<file path="config.mk">
export PLATFORM = sky130hd
export DESIGN_NAME = pmp_unit
export DESIGN_NICKNAME = d
export VERILOG_FILES = /design/src/source/pmp_pkg.sv /design/src/source/pmp_unit.sv /design/src/source/pmp_fault_log.sv /design/src/source/pmp_access_check.sv /design/src/source/pmp_region_decode.sv /design/src/source/pmp_csr_ctrl.sv
export VERILOG_INCLUDE_DIRS = /design/src /design/src/source
export SDC_FILE = /design/constraint.sdc
export NUM_CORES = 1
export LEC_CHECK = 0
export BUFFER_PORTS_ARGS = -buffer_cell sky130_fd_sc_hd__buf_2
export CORE_ASPECT_RATIO = 0.5
export CORE_MARGIN = 2
export CORE_UTILIZATION = 55
export CTS_CLUSTER_SIZE = 10
export DETAILED_ROUTE_END_ITERATION = 16
export PLACE_DENSITY = 0.8
export SLEW_MARGIN = 0
export SYNTH_ARGS = -nofsm -noshare
export SYNTH_HDL_FRONTEND = slang
export SYNTH_HIERARCHICAL = 1
export SYNTH_SLANG_ARGS = --single-unit
</file>
<file path="constraint.sdc">
create_clock -name clk_i -period 7 [get_ports clk_i]
set_input_delay 1.75 -clock clk_i [delete_from_list [all_inputs] [get_ports clk_i]]
set_output_delay 1.75 -clock clk_i [all_outputs]
set_load 0.02 [all_outputs]
</file>
<file path="src/source/pmp_config.svh">
/*
 * Compile-time sizing for the PMP unit: region and channel counts,
 * NAPOT granularity and the CSR numbers of the pmpcfg/pmpaddr banks
 */
`ifndef PMP_CONFIG_SVH
`define PMP_CONFIG_SVH

// Implemented regions, kept a multiple of 4 so pmpcfg words are whole
`define PMP_NUM_REGIONS 4

// Access channels, 0 is instruction fetch and 1 is data
`define PMP_NUM_CHAN 2

// NAPOT granularity exponent G, one granule is 2^(G+2) bytes
`define PMP_GRANULARITY 0

// First CSR numbers of the two register banks
`define PMP_CSR_CFG_BASE 12'h3A0
`define PMP_CSR_ADDR_BASE 12'h3B0

// Derived sizes
`define PMP_NUM_CFG_WORDS (`PMP_NUM_REGIONS / 4)
`define PMP_CHAN_IDX_W (($clog2(`PMP_NUM_CHAN) > 0) ? $clog2(`PMP_NUM_CHAN) : 1)

`endif
</file>
<file path="src/source/pmp_pkg.sv">
/*
 * PMP types: address mode, access type, privilege level,
 * the region config byte and the pmpcfg CSR word
 */
package pmp_pkg;

  // ------------------------------------------------------------
  // Encodings
  // ------------------------------------------------------------

  // Region address matching mode, field A of a config byte
  typedef enum logic [1:0] {
    PMP_MODE_OFF   = 2'b00,
    PMP_MODE_TOR   = 2'b01,
    PMP_MODE_NA4   = 2'b10,
    PMP_MODE_NAPOT = 2'b11
  } pmp_mode_e;

  // Kind of access presented on a channel
  typedef enum logic [1:0] {
    PMP_ACC_EXEC  = 2'b00,
    PMP_ACC_WRITE = 2'b01,
    PMP_ACC_READ  = 2'b10
  } pmp_req_e;

  // Privilege of the requester, only U and M exist here
  typedef enum logic [1:0] {
    PRIV_LVL_U = 2'b00,
    PRIV_LVL_M = 2'b11
  } priv_lvl_e;

  // ------------------------------------------------------------
  // CSR layouts
  // ------------------------------------------------------------

  // One region config byte, L at bit 7 down to R at bit 0
  typedef struct packed {
    logic      lock;
    logic [1:0] reserved;
    pmp_mode_e mode;
    logic      exec;
    logic      write;
    logic      read;
  } pmp_cfg_t;

  // A pmpcfg CSR seen as a raw word or as four region bytes,
  // entry[0] sits in bits 7:0
  typedef union packed {
    logic [31:0]         raw;
    pmp_cfg_t [3:0]      entry;
  } pmp_cfg_word_u;

endpackage

</file>
<file path="src/source/pmp_unit.sv">
/*
 * PMP unit top: CSR control, region decode, access check and fault log
 */
`timescale 1ns/1ns
`include "pmp_config.svh"

module pmp_unit import pmp_pkg::*; (
  input  logic                                clk_i,
  input  logic                                rst_n_i,

  // CSR port
  input  logic                                csr_we_i,
  input  logic [11:0]                         csr_num_i,
  input  logic [31:0]                         csr_wdata_i,
  output logic [31:0]                         csr_rdata_o,

  // Access channels
  input  logic [`PMP_NUM_CHAN-1:0]            req_valid_i,
  input  logic [`PMP_NUM_CHAN-1:0][33:0]      req_addr_i,
  input  pmp_req_e [`PMP_NUM_CHAN-1:0]        req_type_i,
  input  priv_lvl_e [`PMP_NUM_CHAN-1:0]       priv_lvl_i,
  output logic [`PMP_NUM_CHAN-1:0]            req_err_o,

  // Fault log
  input  logic                                fault_clr_i,
  output logic                                fault_valid_o,
  output logic [33:0]                         fault_addr_o,
  output logic [`PMP_CHAN_IDX_W-1:0]          fault_chan_o,
  output pmp_req_e                            fault_type_o
);

  pmp_cfg_t [`PMP_NUM_REGIONS-1:0]                      cfg;
  logic [`PMP_NUM_REGIONS-1:0][33:0]                    addr;
  logic [`PMP_NUM_REGIONS-1:0][33:0]                    region_start;
  logic [`PMP_NUM_REGIONS-1:0][33:`PMP_GRANULARITY+2]   region_mask;

  pmp_csr_ctrl csr_ctrl0 (
    .clk_i        (clk_i),
    .rst_n_i      (rst_n_i),
    .csr_we_i     (csr_we_i),
    .csr_num_i    (csr_num_i),
    .csr_wdata_i  (csr_wdata_i),
    .csr_rdata_o  (csr_rdata_o),
    .cfg_o        (cfg),
    .addr_o       (addr)
  );

  pmp_region_decode region_decode0 (
    .cfg_i          (cfg),
    .addr_i         (addr),
    .region_start_o (region_start),
    .region_mask_o  (region_mask)
  );

  pmp_access_check access_check0 (
    .cfg_i          (cfg),
    .addr_i         (addr),
    .region_start_i (region_start),
    .region_mask_i  (region_mask),
    .req_addr_i     (req_addr_i),
    .req_type_i     (req_type_i),
    .priv_lvl_i     (priv_lvl_i),
    .chan_err_o     (req_err_o)
  );

  pmp_fault_log fault_log0 (
    .clk_i         (clk_i),
    .rst_n_i       (rst_n_i),
    .req_valid_i   (req_valid_i),
    .req_addr_i    (req_addr_i),
    .req_type_i    (req_type_i),
    .chan_err_i    (req_err_o),
    .fault_clr_i   (fault_clr_i),
    .fault_valid_o (fault_valid_o),
    .fault_addr_o  (fault_addr_o),
    .fault_chan_o  (fault_chan_o),
    .fault_type_o  (fault_type_o)
  );

endmodule

</file>
<file path="src/source/pmp_fault_log.sv">
/*
 * Sticky log of the first faulting valid access
 */
`timescale 1ns/1ns
`include "pmp_config.svh"

module pmp_fault_log import pmp_pkg::*; (
  input  logic                                clk_i,
  input  logic                                rst_n_i,

  input  logic [`PMP_NUM_CHAN-1:0]            req_valid_i,
  input  logic [`PMP_NUM_CHAN-1:0][33:0]      req_addr_i,
  input  pmp_req_e [`PMP_NUM_CHAN-1:0]        req_type_i,
  input  logic [`PMP_NUM_CHAN-1:0]            chan_err_i,

  input  logic                                fault_clr_i,
  output logic                                fault_valid_o,
  output logic [33:0]                         fault_addr_o,
  output logic [`PMP_CHAN_IDX_W-1:0]          fault_chan_o,
  output pmp_req_e                            fault_type_o
);

  localparam int unsigned NumChan = `PMP_NUM_CHAN;
  localparam int unsigned ChanW   = `PMP_CHAN_IDX_W;

  logic [NumChan-1:0] hit_vec;
  logic [ChanW-1:0]   sel_chan;
  logic               capture;

  assign hit_vec = req_valid_i & chan_err_i;

  // Scan downward so the lowest faulting channel is left selected
  always_comb begin
    sel_chan = '0;
    for (int c = NumChan - 1; c >= 0; c--) begin
      if (hit_vec[c]) begin
        sel_chan = ChanW'(c);
      end
    end
  end

  // Clear wins over a new fault in the same cycle
  assign capture = |hit_vec & ~fault_valid_o & ~fault_clr_i;

  always_ff @(posedge clk_i or negedge rst_n_i) begin
    if (!rst_n_i) begin
      fault_valid_o <= 1'b0;
    end else if (fault_clr_i) begin
      fault_valid_o <= 1'b0;
    end else if (capture) begin
      fault_valid_o <= 1'b1;
    end
  end

  // Record payload, held until the next clear
  always_ff @(posedge clk_i) begin
    if (capture) begin
      fault_addr_o <= req_addr_i[sel_chan];
      fault_chan_o <= sel_chan;
      fault_type_o <= req_type_i[sel_chan];
    end
  end

endmodule

</file>
<file path="src/source/pmp_access_check.sv">
/*
 * Access check: range match and permission check of every channel
 * against every region, one error level per channel
 */
`timescale 1ns/1ns
`include "pmp_config.svh"

module pmp_access_check import pmp_pkg::*; (
  // Region configuration
  input  pmp_cfg_t [`PMP_NUM_REGIONS-1:0]                       cfg_i,
  input  logic [`PMP_NUM_REGIONS-1:0][33:0]                     addr_i,
  input  logic [`PMP_NUM_REGIONS-1:0][33:0]                     region_start_i,
  input  logic [`PMP_NUM_REGIONS-1:0][33:`PMP_GRANULARITY+2]    region_mask_i,

  // Requests
  input  logic [`PMP_NUM_CHAN-1:0][33:0]                        req_addr_i,
  input  pmp_req_e [`PMP_NUM_CHAN-1:0]                          req_type_i,
  input  priv_lvl_e [`PMP_NUM_CHAN-1:0]                         priv_lvl_i,
  output logic [`PMP_NUM_CHAN-1:0]                              chan_err_o
);

  localparam int unsigned NumRegions = `PMP_NUM_REGIONS;
  localparam int unsigned NumChan    = `PMP_NUM_CHAN;
  localparam int unsigned Lsb        = `PMP_GRANULARITY + 2;

  logic [NumRegions-1:0] region_on;

  // Permission bit needed by one access type
  function automatic logic perm_granted(pmp_cfg_t cfg, pmp_req_e acc);
    logic ok;
    case (acc)
      PMP_ACC_EXEC:  ok = cfg.exec;
      PMP_ACC_WRITE: ok = cfg.write;
      PMP_ACC_READ:  ok = cfg.read;
      default:       ok = 1'b0;
    endcase
    return ok;
  endfunction

  for (genvar r = 0; r < NumRegions; r++) begin : g_on
    assign region_on[r] = (cfg_i[r].mode != PMP_MODE_OFF);
  end

  // ------------------------------------------------------------
  // Per-channel checks
  // ------------------------------------------------------------

  for (genvar c = 0; c < NumChan; c++) begin : g_chan
    logic [NumRegions-1:0] match_lo;
    logic [NumRegions-1:0] match_hi;
    logic [NumRegions-1:0] match;
    logic [NumRegions-1:0] perm_ok;
    logic [NumRegions-1:0] m_fault;
    logic [NumRegions-1:0] u_allow;

    for (genvar r = 0; r < NumRegions; r++) begin : g_reg
      // Same pair of compares serves TOR, NA4 and NAPOT
      assign match_lo[r] = (req_addr_i[c][33:Lsb] >=
                            (region_start_i[r][33:Lsb] & region_mask_i[r]));
      assign match_hi[r] = (req_addr_i[c][33:Lsb] <= addr_i[r][33:Lsb]);
      assign match[r]    = match_lo[r] & match_hi[r] & region_on[r];

      assign perm_ok[r]  = perm_granted(cfg_i[r], req_type_i[c]);

      // Machine mode only trips on locked regions
      assign m_fault[r]  = match[r] & cfg_i[r].lock & ~perm_ok[r];
      assign u_allow[r]  = match[r] & perm_ok[r];
    end

    // User mode is denied unless some region grants the access
    assign chan_err_o[c] = (priv_lvl_i[c] == PRIV_LVL_M) ? |m_fault : ~|u_allow;
  end

endmodule

</file>
<file path="src/source/pmp_region_decode.sv">
/*
 * Region decode: TOR start address and NAPOT address mask per region
 */
`timescale 1ns/1ns
`include "pmp_config.svh"

module pmp_region_decode import pmp_pkg::*; (
  input  pmp_cfg_t [`PMP_NUM_REGIONS-1:0]                           cfg_i,
  input  logic [`PMP_NUM_REGIONS-1:0][33:0]                         addr_i,
  output logic [`PMP_NUM_REGIONS-1:0][33:0]                         region_start_o,
  output logic [`PMP_NUM_REGIONS-1:0][33:`PMP_GRANULARITY+2]        region_mask_o
);

  localparam int unsigned NumRegions = `PMP_NUM_REGIONS;
  localparam int unsigned Lsb        = `PMP_GRANULARITY + 2;

  // ------------------------------------------------------------
  // Start address
  // ------------------------------------------------------------

  // TOR takes the previous region's address as its base
  for (genvar r = 0; r < NumRegions; r++) begin : g_start
    if (r == 0) begin : g_first
      assign region_start_o[r] = (cfg_i[r].mode == PMP_MODE_TOR) ? 34'h0 : addr_i[r];
    end else begin : g_rest
      assign region_start_o[r] = (cfg_i[r].mode == PMP_MODE_TOR) ? addr_i[r-1] : addr_i[r];
    end
  end

  // ------------------------------------------------------------
  // NAPOT mask
  // ------------------------------------------------------------

  // The run of trailing ones in pmpaddr sets the size, so a bit is
  // masked while every bit below it (down to the granule) is one
  always_comb begin
    logic napot;
    logic ones_below;
    for (int r = 0; r < NumRegions; r++) begin
      napot      = (cfg_i[r].mode == PMP_MODE_NAPOT);
      ones_below = 1'b1;
      for (int b = Lsb; b < 34; b++) begin
        region_mask_o[r][b] = ~napot | ~ones_below;
        ones_below          = ones_below & addr_i[r][b];
      end
    end
  end

endmodule

</file>
<file path="src/source/pmp_csr_ctrl.sv">
/*
 * PMP control registers: pmpcfg/pmpaddr storage, CSR read mux,
 * lock rules and WARL filtering of written config bytes
 */
`timescale 1ns/1ns
`include "pmp_config.svh"

module pmp_csr_ctrl import pmp_pkg::*; (
  input  logic                                clk_i,
  input  logic                                rst_n_i,

  // CSR port
  input  logic                                csr_we_i,
  input  logic [11:0]                         csr_num_i,
  input  logic [31:0]                         csr_wdata_i,
  output logic [31:0]                         csr_rdata_o,

  // Registered configuration for the datapath
  output pmp_cfg_t [`PMP_NUM_REGIONS-1:0]     cfg_o,
  output logic [`PMP_NUM_REGIONS-1:0][33:0]   addr_o
);

  localparam int unsigned NumRegions = `PMP_NUM_REGIONS;
  localparam int unsigned NumWords   = `PMP_NUM_CFG_WORDS;

  logic [11:0]                    cfg_off;
  logic [11:0]                    addr_off;
  logic                           cfg_hit;
  logic                           addr_hit;
  pmp_cfg_word_u                  wr_word;
  pmp_cfg_word_u                  rd_word;
  logic [31:0]                    addr_rdata;
  pmp_cfg_t [NumRegions-1:0]      cfg_q;
  pmp_cfg_t [NumRegions-1:0]      cfg_wval;
  logic [NumRegions-1:0][31:0]    addr_q;
  logic [NumRegions-1:0]          cfg_we;
  logic [NumRegions-1:0]          addr_we;

  // ------------------------------------------------------------
  // CSR number decode
  // ------------------------------------------------------------

  // Offsets wrap below the base, so one compare covers both ends
  assign cfg_off  = csr_num_i - `PMP_CSR_CFG_BASE;
  assign addr_off = csr_num_i - `PMP_CSR_ADDR_BASE;
  assign cfg_hit  = (cfg_off < NumWords);
  assign addr_hit = (addr_off < NumRegions);

  assign wr_word.raw = csr_wdata_i;

  // ------------------------------------------------------------
  // Per-region write enables
  // ------------------------------------------------------------

  for (genvar r = 0; r < NumRegions; r++) begin : g_region
    localparam int unsigned Word = r / 4;
    localparam int unsigned Slot = r % 4;

    pmp_cfg_t new_cfg;
    logic     wr_no_rd;
    logic     tor_locked;

    assign new_cfg  = wr_word.entry[Slot];
    // W without R is a reserved combination
    assign wr_no_rd = new_cfg.write & ~new_cfg.read;

    // Reserved field always lands as zero
    assign cfg_wval[r] = '{lock:     new_cfg.lock,
                           reserved: 2'b00,
                           mode:     new_cfg.mode,
                           exec:     new_cfg.exec,
                           write:    new_cfg.write,
                           read:     new_cfg.read};

    assign cfg_we[r] = csr_we_i & cfg_hit & (cfg_off == Word) &
                       ~cfg_q[r].lock & ~wr_no_rd;

    // A locked TOR region above also freezes this address, it is its base
    if (r + 1 < NumRegions) begin : g_upper
      assign tor_locked = cfg_q[r+1].lock & (cfg_q[r+1].mode == PMP_MODE_TOR);
    end else begin : g_top
      assign tor_locked = 1'b0;
    end

    assign addr_we[r] = csr_we_i & addr_hit & (addr_off == r) &
                        ~cfg_q[r].lock & ~tor_locked;

    // pmpaddr holds address bits 33:2
    assign addr_o[r] = {addr_q[r], 2'b00};
  end

  // ------------------------------------------------------------
  // Registers
  // ------------------------------------------------------------

  always_ff @(posedge clk_i or negedge rst_n_i) begin
    if (!rst_n_i) begin
      cfg_q  <= '0;
      addr_q <= '0;
    end else begin
      for (int r = 0; r < NumRegions; r++) begin
        if (cfg_we[r]) begin
          cfg_q[r] <= cfg_wval[r];
        end
        if (addr_we[r]) begin
          addr_q[r] <= csr_wdata_i;
        end
      end
    end
  end

  assign cfg_o = cfg_q;

  // ------------------------------------------------------------
  // Read mux
  // ------------------------------------------------------------

  always_comb begin
    rd_word.raw = '0;
    for (int k = 0; k < NumWords; k++) begin
      if (cfg_off == k) begin
        for (int s = 0; s < 4; s++) begin
          rd_word.entry[s] = cfg_q[4*k+s];
        end
      end
    end
  end

  always_comb begin
    addr_rdata = '0;
    for (int r = 0; r < NumRegions; r++) begin
      if (addr_off == r) begin
        addr_rdata = addr_q[r];
      end
    end
  end

  // Unimplemented numbers fall through to zero
  assign csr_rdata_o = cfg_hit  ? rd_word.raw :
                       addr_hit ? addr_rdata  : 32'h0;

endmodule

</file>
==> flow_metrics.py <==
metrics = {
    "outcome": {
        "status": "finished, final reports clean",
    },
    "timing": {
        "fmax_mhz": 144,
        "grt_setup_unrepaired": "no",
        "min_period_over_period_pct": 99.5,
        "whs_ns": 0.552,
        "hold_viol": 0,
        "drv_slew": 0,
        "fin_crit_ns": 6.97,
        "worst_slew_pin_slew_ns": 1.34,
        "fin_skew_ns": 0.0216,
        "setup_tns_ns": 0,
        "timing.slew.headroom_pct": 9.60,
        "setup_viol": 0,
    },
    "setup_path": {
        "r2r_end": "fault_log0/fault_addr_o[17]",
        "crit_path_end_kind": "primary output",
        "cp-start-kind": "flip-flop",
        "crit_path_start": "csr_ctrl0/addr_o[76]",
        "reg2reg_from": "csr_ctrl0/addr_o[76]",
        "crit_type": "reg -> out",
        "cp.arrival_ns": 5.22,
        "required_ns": 5.25,
        "rr_worst_depth": 17,
        "r2r_slack_ns": 1.19,
        "cp_max_fo": 7,
    },
    "global_route": {
        "grt_max_degree": 78,
        "grt.overflow.total": 0,
        "antenna_found_initial": 5,
        "grt_pass1_wl_um": 132000,
        "grt_usage_pct": 39.2,
        "grt_pass1_vias": 21400,
    },
    "final_layout": {
        "final_area_mm2": 0.0262,
        "finalNonFillerCells": 3312,
        "syn2layout_area_growth_pct": 10.9,
        "drive_gt1_share_pct": 20.9,
        "final_nets": 3360,
    },
    "clock_network": {
        "clock-sinks": 190,
        "post_cts_buffers": 0,
        "clk_pin_slew_ns": 0.08,
        "cts_buffers": 17,
        "cts_root_buf": "clkbuf_16",
        "tritoncts": "done",
        "cts.path.max_buffers": 2,
        "worstSkewPairLatency_ns": 0.48,
        "htreeDepth": 4,
        "hold_buffers": 0,
    },
    "routing": {
        "antenna_left": 0,
        "dr_total_vias": 22400,
        "drcViolationCount": 0,
        "via_per_inst": 6.75,
        "drt_iter0_drc": 3040,
        "detail_route.first_pass.iterations": 6,
        "wl_per_cell_um": 26.9,
        "wl_um": 89000,
    },
    "logic_synthesis": {
        "yosys_warnings": 6,
        "synth_nets": 3140,
        "synth_area_per_cell_um2": 9.45,
        "syn_area_mm2": 0.0236,
        "syn_inst": 2500,
    },
    "hold_path": {
        "hold_end": "csr_ctrl0/cfg_o[0]",
        "min_path_type": "reg -> reg",
        "hold_depth": 1,
        "min_from": "csr_ctrl0/cfg_o[0]",
    },
    "pwr": {
        "combPwrFrac_pct": 23.8,
        "p_leak_nw": 11.6,
        "switching_power_mw": 0.996,
        "p_int_mw": 1.93,
        "seqPwrFrac_pct": 39.5,
        "total_power_mw": 2.93,
        "vdd_drop_max_mv": 0.181,
        "p_sw_share_pct": 34.0,
        "power_density_mw_per_mm2": 112,
        "clkPwrFrac_pct": 36.7,
    },
    "floorplan": {
        "initial_core_util_pct": 56.0,
        "die_area_mm2": 0.0447,
        "die_w_um": 297,
        "die_y_um": 151,
        "design.core.area_mm2": 0.0422,
        "pin_count": 198,
        "num_rows": 53,
    },
    "placement": {
        "portBuffers": 197,
        "hpwl_um": 70200,
        "gp_congestion": 1.08,
        "dpl.cell_count": 3278,
        "dpl_cell_area_mm2": 0.0255,
    },
    "flow_run": {
        "maxCapViolations": 0,
    },
}
stage by stage:
| step | util, % | setup slack, ns |
|---|---|---|
| 2_1_floorplan | - | 0.878 |
| 3_3_place_gp | 60.6 | 0.319 |
| 3_5_place_dp | 60.6 | 0.348 |
| 4_1_cts | 62.1 | 0.0249 |
| 5_1_grt | 62.1 | 0.0257 |
| 6_report | 62.1 | 0.0335 |
registers in the layout, summed over array words and instances, names as in the netlist:
signal / cells
csr_ctrl0/addr_o: 128
fault_log0/fault_addr_o: 34
csr_ctrl0/cfg_o: 24
fault_log0/fault_type_o: 2
fault_log0/fault_chan_o: 1
fault_log0/fault_valid_o: 1
worst max-delay path by stage:
stage	end	slack (ns)	depth (start not counted)
floorplan	fault_log0/fault_addr_o[0]	0.88	12
global placement	req_err_o[0]	0.32	12
detailed placement	req_err_o[0]	0.35	12
CTS	req_err_o[1]	0.02	14
global route	req_err_o[1]	0.03	15
finish	req_err_o[1]	0.03	14
per-layer routing:
layer	part of all wire [%]	routed length, µm	GRT usage (%)
met5	0.030	27	0
met4	3.8	3380	14.2
met3	12	10900	10.5
met2	42	37700	60.3
met1	41	36900	53.2
layout by cell type (no fill, tap or decap), drive strengths merged, types with 5 or more instances in the layout:
cell / n
a2111o: 6
or3: 5
mux2i: 8
a21oi: 179
mux4: 32
clkbuf: 17
clkinv: 6
dfrtp: 153
nor4: 25
nor2: 59
ha: 514
and4: 35
inv: 176
and3: 27
a2111oi: 8
a211o: 7
nand2: 281
or4: 5
a221oi: 15
o21a: 11
nand4: 108
nor2b: 27
a21o: 63
o21ai: 68
a22oi: 5
o211ai: 14
edfxtp: 37
nand3: 100
buf: 256
nor3: 22
a22o: 24
a211oi: 20
and2: 57
a21boi: 7
nand2b: 16
a221o: 12
mux2: 272
critical path: stages, from the launching register on:
cell	delay, ns
dfrtp_1	0.54
nand2_1	0.26
nor4_4	0.58
and4_1	0.52
nand2_1	0.10
nand2_1	0.12
ha_1	0.25
and4_1	0.21
a221oi_2	0.50
o311ai_0	0.47
a21oi_1	0.33
nor2_1	0.09
a32o_1	0.27
a211oi_2	0.27
buf_2	0.23
repair_timing:
item | CTS | global route
cloned | 0 | 0
setup endpoints to repair | 1 | 2
resized for setup | 2 | 4
hold endpoints to repair | 0 | 0
power by group through the flow:
| stage | Combinational, mW | Clock (mW) | Sequential (mW) |
|---|---|---|---|
| after floorplan | 0.363 | 0 | 1.19 |
| after global placement | 0.648 | 0 | 1.18 |
| after detailed placement | 0.669 | 0 | 1.18 |
| after CTS | 0.674 | 1.08 | 1.16 |
| after global routing | 0.763 | 1.12 | 1.16 |
| final | 0.695 | 1.08 | 1.16 |
cell type report:
type                       count  area, µm²
timing repair buffer         256       1460
inverter                     169        634
sequential                   190       4940
clock buffer                  17        425
tap                          577        722
clock inverter                15        194
fill                        3626      16000
antenna                        2       5.00
multi-input combinational   2086      17800
Power figures use the tool's default switching activity.
